## config.mk

```make
export PLATFORM = sky130hd
export DESIGN_NAME = matrix_display_top
export DESIGN_NICKNAME = d
export VERILOG_FILES = /design/src/design/dot_matrix_pkg.sv /design/src/design/shape_pkg.sv /design/src/design/buffer_arbiter.sv /design/src/design/frame_buffer.sv /design/src/design/matrix_display_top.sv /design/src/design/row_scanner.sv /design/src/design/shape_painter.sv
export SDC_FILE = /design/constraint.sdc
export NUM_CORES = 1
export LEC_CHECK = 0
export ABC_AREA = 1
export BUFFER_PORTS_ARGS = -buffer_cell sky130_fd_sc_hd__buf_2
export CAP_MARGIN = 20
export CORE_MARGIN = 2
export CORE_UTILIZATION = 45
export CTS_CLUSTER_DIAMETER = 80
export DETAILED_ROUTE_END_ITERATION = 16
export SKIP_LAST_GASP = 1
export SLEW_MARGIN = 30
export SYNTH_ARGS = -nofsm -noshare
export SYNTH_HDL_FRONTEND = slang
export SYNTH_HIERARCHICAL = 1
export SYNTH_SLANG_ARGS = --single-unit
```

## constraint.sdc

```tcl
create_clock -name clk -period 4.75 [get_ports clk]
set_input_delay 0.2375 -clock clk [delete_from_list [all_inputs] [get_ports clk]]
set_output_delay 0.2375 -clock clk [all_outputs]
set_load 0.005 [all_outputs]
```

## src/design/dot_matrix_pkg.sv

```systemverilog
package dot_matrix_pkg;

    // matrix geometry
    localparam int num_rows = 8;

    // row number 0..7
    typedef logic [2:0] row_idx_t;

    // one bit per column, bit 7 is the leftmost LED
    typedef logic [7:0] col_bits_t;

    // active-low row select lines
    typedef logic [7:0] row_lines_t;

    localparam row_lines_t rows_off = 8'hff; // no row lit

endpackage

```

## src/design/shape_pkg.sv

```systemverilog
package shape_pkg;

    // 1..4 draw a block, other values give a blank frame
    typedef logic [2:0] shape_level_t;

    // bit 0 red, bit 1 green
    typedef logic [1:0] color_t;

    localparam int color_red_bit   = 0;
    localparam int color_green_bit = 1;

    // column byte of a centred block, by size level and row
    function automatic dot_matrix_pkg::col_bits_t shape_row_bits(
        input shape_level_t              level,
        input dot_matrix_pkg::row_idx_t  r
    );
        dot_matrix_pkg::col_bits_t bits;
        bits = 8'h00;
        case (level)
            3'd1:
            begin
                if (r == 3'd0 || r == 3'd5)
                    bits = 8'h3c;
                else if (r >= 3'd1 && r <= 3'd4)
                    bits = 8'h7e;
            end
            3'd2:
            begin
                if (r == 3'd1 || r == 3'd4)
                    bits = 8'h3c;
                else if (r == 3'd2 || r == 3'd3)
                    bits = 8'h7e;
            end
            3'd3:
            begin
                if (r == 3'd1 || r == 3'd4)
                    bits = 8'h38; // off centre by one column
                else if (r == 3'd2 || r == 3'd3)
                    bits = 8'h7c;
            end
            3'd4:
            begin
                if (r == 3'd1 || r == 3'd4)
                    bits = 8'h18;
                else if (r == 3'd2 || r == 3'd3)
                    bits = 8'h3c;
            end
            default:
                bits = 8'h00; // blank frame
        endcase
        return bits;
    endfunction

endpackage

```

## src/design/buffer_arbiter.sv

```systemverilog
`timescale 1ns/1ps

module buffer_arbiter (
    input  logic                      clk,
    input  logic                      rst,
    // scanner, read only
    input  logic                      scan_req,
    input  dot_matrix_pkg::row_idx_t  scan_row,
    output dot_matrix_pkg::col_bits_t scan_red,
    output dot_matrix_pkg::col_bits_t scan_green,
    // host strobe, no back-pressure
    input  logic                      pix_we,
    input  dot_matrix_pkg::row_idx_t  pix_row,
    input  dot_matrix_pkg::col_bits_t pix_red,
    input  dot_matrix_pkg::col_bits_t pix_green,
    // painter, held request
    input  logic                      paint_req,
    input  dot_matrix_pkg::row_idx_t  paint_row,
    input  dot_matrix_pkg::col_bits_t paint_red,
    input  dot_matrix_pkg::col_bits_t paint_green,
    output logic                      paint_gnt,
    // frame buffer port
    output logic                      buf_en,
    output logic                      buf_we,
    output dot_matrix_pkg::row_idx_t  buf_row,
    output dot_matrix_pkg::col_bits_t buf_wred,
    output dot_matrix_pkg::col_bits_t buf_wgreen,
    input  dot_matrix_pkg::col_bits_t buf_rred,
    input  dot_matrix_pkg::col_bits_t buf_rgreen
);
    import dot_matrix_pkg::*;

    logic      pend_valid;
    row_idx_t  pend_row;
    col_bits_t pend_red;
    col_bits_t pend_green;

    logic      scan_gnt;
    logic      host_gnt;

    // host slot, a newer strobe overwrites a waiting one
    always_ff @(posedge clk or posedge rst)
    begin
        if (rst)
            pend_valid <= 1'b0;
        else if (pix_we)
            pend_valid <= 1'b1;
        else if (host_gnt)
            pend_valid <= 1'b0;
    end

    always_ff @(posedge clk)
    begin
        if (pix_we)
        begin
            pend_row   <= pix_row;
            pend_red   <= pix_red;
            pend_green <= pix_green;
        end
    end

    // fixed priority: scanner, host, painter
    always_comb
    begin
        scan_gnt  = 1'b0;
        host_gnt  = 1'b0;
        paint_gnt = 1'b0;
        if (scan_req)
            scan_gnt = 1'b1;
        else if (pend_valid)
            host_gnt = 1'b1;
        else if (paint_req)
            paint_gnt = 1'b1;
    end

    assign buf_en     = scan_gnt | host_gnt | paint_gnt;
    assign buf_we     = host_gnt | paint_gnt;
    assign buf_row    = scan_gnt ? scan_row : (host_gnt ? pend_row : paint_row);
    assign buf_wred   = host_gnt ? pend_red : paint_red;
    assign buf_wgreen = host_gnt ? pend_green : paint_green;

    // only the scanner reads, so read data goes straight back to it
    assign scan_red   = buf_rred;
    assign scan_green = buf_rgreen;

endmodule

```

## src/design/frame_buffer.sv

```systemverilog
`timescale 1ns/1ps

module frame_buffer (
    input  logic                      clk,
    input  logic                      rst,
    input  logic                      en,
    input  logic                      we,
    input  dot_matrix_pkg::row_idx_t  addr,
    input  dot_matrix_pkg::col_bits_t wred,
    input  dot_matrix_pkg::col_bits_t wgreen,
    output dot_matrix_pkg::col_bits_t rred,
    output dot_matrix_pkg::col_bits_t rgreen
);
    import dot_matrix_pkg::*;

    col_bits_t mem_red   [num_rows];
    col_bits_t mem_green [num_rows];

    // write port
    always_ff @(posedge clk)
    begin
        if (en && we)
        begin
            mem_red[addr]   <= wred;
            mem_green[addr] <= wgreen;
        end
    end

    // registered read, data valid the cycle after en
    always_ff @(posedge clk or posedge rst)
    begin
        if (rst)
        begin
            rred   <= '0;
            rgreen <= '0;
        end
        else if (en && !we)
        begin
            rred   <= mem_red[addr];
            rgreen <= mem_green[addr];
        end
    end

endmodule

```

## src/design/matrix_display_top.sv

```systemverilog
`timescale 1ns/1ps

module matrix_display_top #(
    parameter int scan_div = 8
) (
    input  logic                       clk,
    input  logic                       rst,
    input  logic                       shape_stb,
    input  shape_pkg::shape_level_t    shape_level,
    input  shape_pkg::color_t          shape_color,
    input  logic                       pix_we,
    input  dot_matrix_pkg::row_idx_t   pix_row,
    input  dot_matrix_pkg::col_bits_t  pix_red,
    input  dot_matrix_pkg::col_bits_t  pix_green,
    output dot_matrix_pkg::row_lines_t row,
    output dot_matrix_pkg::col_bits_t  colr,
    output dot_matrix_pkg::col_bits_t  colg,
    output logic                       painter_busy
);
    import dot_matrix_pkg::*;

    logic      scan_req;
    row_idx_t  scan_row;
    col_bits_t scan_red;
    col_bits_t scan_green;

    logic      paint_req;
    logic      paint_gnt;
    row_idx_t  paint_row;
    col_bits_t paint_red;
    col_bits_t paint_green;

    logic      buf_en;
    logic      buf_we;
    row_idx_t  buf_row;
    col_bits_t buf_wred;
    col_bits_t buf_wgreen;
    col_bits_t buf_rred;
    col_bits_t buf_rgreen;

    frame_buffer u_frame_buffer (
        .clk    (clk),
        .rst    (rst),
        .en     (buf_en),
        .we     (buf_we),
        .addr   (buf_row),
        .wred   (buf_wred),
        .wgreen (buf_wgreen),
        .rred   (buf_rred),
        .rgreen (buf_rgreen)
    );

    buffer_arbiter u_buffer_arbiter (
        .clk         (clk),
        .rst         (rst),
        .scan_req    (scan_req),
        .scan_row    (scan_row),
        .scan_red    (scan_red),
        .scan_green  (scan_green),
        .pix_we      (pix_we),
        .pix_row     (pix_row),
        .pix_red     (pix_red),
        .pix_green   (pix_green),
        .paint_req   (paint_req),
        .paint_row   (paint_row),
        .paint_red   (paint_red),
        .paint_green (paint_green),
        .paint_gnt   (paint_gnt),
        .buf_en      (buf_en),
        .buf_we      (buf_we),
        .buf_row     (buf_row),
        .buf_wred    (buf_wred),
        .buf_wgreen  (buf_wgreen),
        .buf_rred    (buf_rred),
        .buf_rgreen  (buf_rgreen)
    );

    shape_painter u_shape_painter (
        .clk          (clk),
        .rst          (rst),
        .shape_stb    (shape_stb),
        .shape_level  (shape_level),
        .shape_color  (shape_color),
        .painter_busy (painter_busy),
        .paint_req    (paint_req),
        .paint_row    (paint_row),
        .paint_red    (paint_red),
        .paint_green  (paint_green),
        .paint_gnt    (paint_gnt)
    );

    row_scanner #(
        .scan_div (scan_div)
    ) u_row_scanner (
        .clk        (clk),
        .rst        (rst),
        .scan_req   (scan_req),
        .scan_row   (scan_row),
        .scan_red   (scan_red),
        .scan_green (scan_green),
        .row        (row),
        .colr       (colr),
        .colg       (colg)
    );

endmodule

```

## src/design/row_scanner.sv

```systemverilog
`timescale 1ns/1ps

module row_scanner #(
    parameter int scan_div = 8
) (
    input  logic                       clk,
    input  logic                       rst,
    output logic                       scan_req,
    output dot_matrix_pkg::row_idx_t   scan_row,
    input  dot_matrix_pkg::col_bits_t  scan_red,
    input  dot_matrix_pkg::col_bits_t  scan_green,
    output dot_matrix_pkg::row_lines_t row,
    output dot_matrix_pkg::col_bits_t  colr,
    output dot_matrix_pkg::col_bits_t  colg
);
    import dot_matrix_pkg::*;

    localparam int             div_w    = $clog2(scan_div);
    localparam logic [div_w-1:0] div_last = div_w'(scan_div - 1);

    logic [div_w-1:0] div_cnt;
    logic             tick;
    logic             rd_pend;  // read data arrives this cycle
    row_idx_t         row_cnt;
    row_idx_t         next_row;

    assign tick     = (div_cnt == div_last);
    assign next_row = (row_cnt == row_idx_t'(num_rows - 1)) ? '0 : row_cnt + 1'b1;

    // one pulse per row period, granted in the same cycle
    assign scan_req = tick;
    assign scan_row = next_row;

    always_ff @(posedge clk or posedge rst)
    begin
        if (rst)
        begin
            div_cnt <= '0;
            row_cnt <= row_idx_t'(num_rows - 1); // first tick reads row 0
            rd_pend <= 1'b0;
        end
        else
        begin
            div_cnt <= tick ? '0 : div_cnt + 1'b1;
            rd_pend <= tick;
            if (tick)
                row_cnt <= next_row;
        end
    end

    // row and columns switch together, two clocks after the tick
    always_ff @(posedge clk or posedge rst)
    begin
        if (rst)
        begin
            row  <= rows_off;
            colr <= '0;
            colg <= '0;
        end
        else if (rd_pend)
        begin
            row  <= ~(row_lines_t'(1) << row_cnt);
            colr <= scan_red;
            colg <= scan_green;
        end
    end

endmodule

```

## src/design/shape_painter.sv

```systemverilog
`timescale 1ns/1ps

module shape_painter (
    input  logic                      clk,
    input  logic                      rst,
    input  logic                      shape_stb,
    input  shape_pkg::shape_level_t   shape_level,
    input  shape_pkg::color_t         shape_color,
    output logic                      painter_busy,
    output logic                      paint_req,
    output dot_matrix_pkg::row_idx_t  paint_row,
    output dot_matrix_pkg::col_bits_t paint_red,
    output dot_matrix_pkg::col_bits_t paint_green,
    input  logic                      paint_gnt
);
    import dot_matrix_pkg::*;
    import shape_pkg::*;

    typedef enum logic
    {
        st_idle,
        st_paint
    } state_t;

    state_t       state;
    logic         start;
    logic         last_row;
    row_idx_t     row_cnt;
    shape_level_t level_q;
    color_t       color_q;
    col_bits_t    pattern;

    assign start    = shape_stb && (state == st_idle); // dropped while busy
    assign last_row = (row_cnt == row_idx_t'(num_rows - 1));

    always_ff @(posedge clk or posedge rst)
    begin
        if (rst)
        begin
            state   <= st_idle;
            row_cnt <= '0;
        end
        else
        begin
            case (state)
                st_idle:
                begin
                    if (start)
                    begin
                        state   <= st_paint;
                        row_cnt <= '0;
                    end
                end
                st_paint:
                begin
                    // one row per grant, done after row 7
                    if (paint_gnt)
                    begin
                        if (last_row)
                            state <= st_idle;
                        else
                            row_cnt <= row_cnt + 1'b1;
                    end
                end
                default:
                    state <= st_idle;
            endcase
        end
    end

    // command held for the whole fill
    always_ff @(posedge clk)
    begin
        if (start)
        begin
            level_q <= shape_level;
            color_q <= shape_color;
        end
    end

    assign pattern = shape_row_bits(level_q, row_cnt);

    assign painter_busy = (state == st_paint);
    assign paint_req    = painter_busy;  // held until granted
    assign paint_row    = row_cnt;
    assign paint_red    = color_q[color_red_bit]   ? pattern : '0;
    assign paint_green  = color_q[color_green_bit] ? pattern : '0;

endmodule

```

==> results.cfg, run 1 <==
[run_status]
status = finished, final reports clean

[critical_path]
endpoint_kind = flop
crit_path_start_kind = flop
crit_buf_inv = 2
path_delay_family = simple AND/OR/NAND/NOR gates
path_cells = ha_1, ha_1, nor2_1, nand2_1, nand3_2, inv_4, nor4_2, buf_4
cp.required_ns = 4.93
arrival_ns = 3.52
criticalPathCategory = reg2reg
cp_slowest_cell = nor4_2
crit_path_max_incr_delay_ns = 0.68
crit_top_cell = ha_1
cp_max_fo = 68

[global_routing]
grt_pass1_wl_um = 31300
groute.usage.overall = 0.188
overflow = 0
grt_max_degree = 69
grt_pass1_vias = 5778
grt_antenna_before_repair = 0

[cells_and_area]
n_antenna_cell = 0
n_fill_cell = 1797
seq_area_mm2 = 0.00588
fin_area_mm2 = 0.0104
fin_cells = 1261
final_layout_size_suffix_gt1_frac = 0.150
multi_input_area_mm2 = 0.00267
post-route-util = 0.530
fin_nets = 1023
syn_to_final_growth_pct = 15.1

[routing]
drc = 0
vias = 6050
first_pass_iters = 4
ant_nets = 0
wl_um = 19800
viasPerCell = 4.80
wl_per_cell_um = 15.7
drt-initial-drc-count = 404

[clock_tree]
cts_buffers = 23
cts_root_buf = clkbuf_16
cts_tree = yes
clock-sinks = 204
htree_levels = 1
post_cts_resized = 0
clk_pin_slew_ns = 0.06
cts_hold_buffers = 25
clock_latency_ns = 0.50
cts_setup_buffers = 0
cts_buffer_depth = 3

[logic_synthesis]
synth-xor-area-share = 0
synth_top_area_cell = edfxtp_1
ys_seq_elements = 204
synthFlopType = edfxtp_1
synth_edf_count = 152
ys_seq_area_frac = 0.651
yosys-top-cells-count = 530 x nand2_1, 152 x edfxtp_1, 41 x dfrtp_1, 32 x inv_1, 30 x buf_4
synth_fa_ha_area_frac = 0.0208
postSynthAreaPerCell_um2 = 9.83
yosysMostFrequentCell = nand2_1
synth_compound_area_frac = 0.00776
syn_inst = 918
synthSimpleGateAreaFrac = 0.260
synth_top_family_by_area = simple AND/OR/NAND/NOR gates
synthDistinctLibCells = 31
synthTopCellsByArea = edfxtp_1 51%, nand2_1 22%, dfrtp_1 11%
synth_mux_area_frac = 0
netlist_area_mm2 = 0.00903
ys_async_sr_fraction = 0.255
yosys_warnings = 6
synth_top_area_frac = 0.506

[sta]
relSlewSlack = 0.486
rsz0062_at_grt = no
fin_setup_tns_ns = 0
clock.fmax_mhz = 300
worst_pin_slew_ns = 0.772
finalCritPeriodShare = 0.702
fin_crit_ns = 3.33
finalSetupViolations = 0
slew_viol_final = 0
fin_skew_ns = 0.0117
final-hold-violation-count = 0

[die]
dieArea_mm2 = 0.0212
rows = 51
num_io_pins = 53
die_w_um = 146
core-area_mm2 = 0.0196
initial_core_util = 0.461
die_y_um = 146

[worst_hold_path]
hold_class = in2reg

[pwr]
power_density_mw_per_mm2 = 474
leakagePower_uw = 0.00477
fin_total_pwr_uw = 4920
irDropWorstVdd_v = 0.000323

[placed_design]
place_area_mm2 = 0.00940
portBuffers = 52
place_congestion = 0.837
dpl.cell_count = 1195
hpwlAfterDp_um = 13200

[job]
drv_cap = 0
routing by layer:
| metal | global-route usage | wire length, um | vias to the layer above |
|---|---|---|---|
| met3 | 0.0276 | 929 | 29 |
| met2 | 0.309 | 9200 | 170 |
| met1 | 0.267 | 9300 | 2826 |
| met4 | 0.0407 | 339 | 0 |
| li1 | - | - | 3025 |
| met5 | 0 | 0 | - |
worst reg2reg max path: stages, from the launching register on:
cell     delay (ns)
dfrtp_1        0.38
ha_1           0.21
ha_1           0.31
nor2_1         0.25
nand2_1        0.09
nand3_2        0.34
inv_4          0.40
nor4_2         0.69
buf_4          0.34
sequential cells by signal (all words and copies together) (netlist names):
name	count
u_buffer_arbiter/pend_row	3
u_frame_buffer/mem_red	64
u_buffer_arbiter/pend_red	8
u_shape_painter/paint_req	1
u_frame_buffer/rgreen	8
u_buffer_arbiter/pend_green	8
u_shape_painter/color_q	2
u_buffer_arbiter/pend_valid	1
u_row_scanner/colr	8
u_row_scanner/div_cnt	3
u_frame_buffer/rred	8
u_row_scanner/colg	8
u_row_scanner/row	8
u_shape_painter/level_q	3
u_frame_buffer/mem_green	64
u_row_scanner/rd_pend	1
u_row_scanner/row_cnt	3
u_shape_painter/paint_row	3
where the power goes:
group | internal [uW] | total, uW | leakage, uW | switching [uW]
sequential | 2140 | 2200 | 0.00202 | 65.4
clock | 1040 | 1710 | 0.000363 | 665
combinational | 282 | 1010 | 0.00239 | 728
total | 3460 | 4920 | 0.00477 | 1460
through the flow:
stage,setup WS (ns),hold WS [ns]
after global routing,1.21,0.0813
after floorplan,1.03,-0.0338
after CTS,1.41,0.0597
after global placement,1.48,0.154
final,1.42,0.0774
after detailed placement,1.43,0.154
worst paths after layout:
kind | startpoint | endpoint | slack [ns] | depth (start not counted)
max in group asynchronous | rst | u_row_scanner/row[1] | 3.89 | 4
hold / removal | shape_stb | u_shape_painter/paint_req | 0.08 | 3
hold reg to reg | u_row_scanner/div_cnt[0] | u_row_scanner/div_cnt[0] | 0.43 | 1
setup reg to reg | u_row_scanner/div_cnt[0] | u_frame_buffer/mem_red[7][4] | 1.42 | 8
min in group asynchronous | rst | u_buffer_arbiter/pend_valid | 0.18 | 3
setup / recovery | u_row_scanner/div_cnt[0] | u_frame_buffer/mem_red[7][4] | 1.42 | 8
logic make-up after synthesis:
kind of cell / count (synthesis)
adder cells (fa/ha/maj): 15
buffers and inverters: 96
AND/OR/NAND/NOR: 589
AO/OA/AOI/OAI: 13
flip-flops: 204
other: 1
placed cells by master, fill, tap and decap left out, types with 15 or more instances in the layout:
cell and instances:
buf_4 15, edfxtp_1 152, clkbuf_16 23, buf_2 52, inv_1 32, nand2_1 530
dfrtp_1 41, ha_1 15, nand2_2 15, dlygate4sd3_1 25
cell type report:
class / count / share of cell area
clock inverter: 8 / 0.00855
clock buffer: 33 / 0.0619
inverter: 38 / 0.0140
timing repair buffer: 92 / 0.0600
tap: 265 / 0.0319
multi-input combinational: 621 / 0.257
sequential: 204 / 0.566
Note: power is estimated with default switching activity, not from simulation.
==> run 2, diff against run 1 <==
==> constraint.sdc (replaced) <==
create_clock -name clk -period 2.8 [get_ports clk]
set_input_delay 0.14 -clock clk [delete_from_list [all_inputs] [get_ports clk]]
set_output_delay 0.14 -clock clk [all_outputs]
set_load 0.005 [all_outputs]
==> run 2 against run 1 <==
Clock power up 67%; die area unchanged; highest routed layer unchanged; final cell count up 0.71%; critical endpoint is now u_frame_buffer/mem_green[7][6]; cell area up 1.5%; combinational power up 71%.
==> results.cfg, run 2 (synthesis results as in run 1) <==
[sta]
fin_setup_tns_ns = 0
fin_skew_ns = 0.00942
slew_viol_final = 0
final-hold-violation-count = 0
fin_crit_ns = 2.65
worst_pin_slew_ns = 0.751
rsz0062_at_grt = no
relSlewSlack = 0.499
finalCritPeriodShare = 0.947
finalSetupViolations = 0
clock.fmax_mhz = 377

[die]
core-area_mm2 = 0.0196
num_io_pins = 53
dieArea_mm2 = 0.0212
initial_core_util = 0.461
die_y_um = 146
rows = 51
die_w_um = 146

[routing]
wl_um = 18200
vias = 5965
first_pass_iters = 7
viasPerCell = 4.70
ant_nets = 0
drc = 0
wl_per_cell_um = 14.4
drt-initial-drc-count = 478

[global_routing]
grt_pass1_vias = 5833
overflow = 0
groute.usage.overall = 0.175
grt_max_degree = 69
grt_antenna_before_repair = 0
grt_pass1_wl_um = 30200

[clock_tree]
cts_buffers = 22
cts_root_buf = clkbuf_16
clk_pin_slew_ns = 0.06
htree_levels = 1
cts_tree = yes
cts_buffer_depth = 3
clock_latency_ns = 0.50
clock-sinks = 204

[critical_path]
cp-startpoint = u_row_scanner/row_cnt[0]
endpoint_kind = flop
cp_max_fo = 16
cp.required_ns = 2.98
r2r-end = u_frame_buffer/mem_green[7][6]
criticalPathCategory = reg2reg
crit_path_start_kind = flop
endpoint = u_frame_buffer/mem_green[7][6]
arrival_ns = 2.83
reg2reg_from = u_row_scanner/row_cnt[0]
reg2reg_slack_ns = 0.15
r2r_cells = 9

[cells_and_area]
n_antenna_cell = 0
post-route-util = 0.538
reg.largest.list = u_frame_buffer/mem_green x64, u_frame_buffer/mem_red x64
final_common_cell = nand2_1
fin_area_mm2 = 0.0105
fin_cells = 1270
final_cell_mix = 530 x nand2_1, 152 x edfxtp_1, 52 x buf_2, 41 x dfrtp_1, 31 x inv_1
n_fill_cell = 1762
syn_to_final_growth_pct = 16.8
final_layout_size_suffix_gt1_frac = 0.156
fin_nets = 1032

[job]
drv_cap = 0

[placed_design]
dpl.cell_count = 1204
portBuffers = 52
hpwlAfterDp_um = 11800
place_congestion = 0.808
place_area_mm2 = 0.00955

[pwr]
leakagePower_uw = 0.00482
power_density_mw_per_mm2 = 789
irDropWorstVdd_v = 0.000528

[worst_hold_path]
hold_class = in2async

[run_status]
status = finished, final reports clean
-- run 2: cell count changes in the layout (fill, tap and decap cells not counted), sizes merged --
cell,before,now
clkbuf,33,31
clkinv,6,8
dlygate4sd3,25,26
inv,38,37
buf,67,76
-- run 2: area by class of cell --
class | instances | area (um^2) | area share
Clock inverter | 9 | 91.3 | 0.00866
Tap cell | 265 | 332 | 0.0314
Multi-Input combinational cell | 621 | 2750 | 0.260
Inverter | 38 | 151 | 0.0144
Timing Repair Buffer | 102 | 717 | 0.0680
Clock buffer | 31 | 627 | 0.0595
Sequential cell | 204 | 5880 | 0.558
-- run 2: what timing repair did --
action                                 CTS  global route
hold buffers                            26             0
gates resized for setup                  1             4
buffers inserted                         0             0
endpoints found under the hold margin   66             0
setup endpoints to repair                1            29
-- run 2: report_power, final --
part / total [uW] / internal, uW / switching (uW)
Sequential: 3730 / 3620 / 107
Clock: 2860 / 1740 / 1120
Combinational: 1730 / 531 / 1190
Total: 8320 / 5890 / 2420
-- run 2: worst min-delay path by stage --
stage | endpoint | from
floorplan | u_buffer_arbiter/pend_valid | rst
finish | u_buffer_arbiter/pend_valid | rst
global route | u_buffer_arbiter/pend_valid | rst
global placement | u_buffer_arbiter/pend_valid | rst
CTS | u_buffer_arbiter/pend_valid | rst
detailed placement | u_buffer_arbiter/pend_valid | rst
-- run 2: per-stage QoR --
| step | power [uW] | hold WS (ns) | setup slack (ns) |
|---|---|---|---|
| 2_1_floorplan | 5020 | -0.131 | -0.264 |
| 3_3_place_gp | 5470 | 0.0639 | 0.0528 |
| 3_5_place_dp | 5480 | 0.0603 | 0.0400 |
| 4_1_cts | 8390 | 0.0718 | 0.0989 |
| 5_1_grt | 8790 | 0.103 | 0.0149 |
| 6_report | 8320 | 0.104 | 0.148 |
-- run 2: worst max-delay path, cell delays in order, from the launching register on --
cell and delay (ns):
dfstp_2 0.57, inv_1 0.07, ha_1 0.30, inv_1 0.04, nor2_1 0.18, nand2_1 0.10, nand3_1 0.17, clkinv_2 0.28
nor4_4 0.33, buf_4 0.29
-- run 2: metal layers --
metal,track usage,up-vias,part of all wire
met2,0.277,157,0.45
met5,0,-,0
met1,0.255,2738,0.48
met3,0.0273,27,0.054
li1,-,3043,-
met4,0.0451,0,0.019
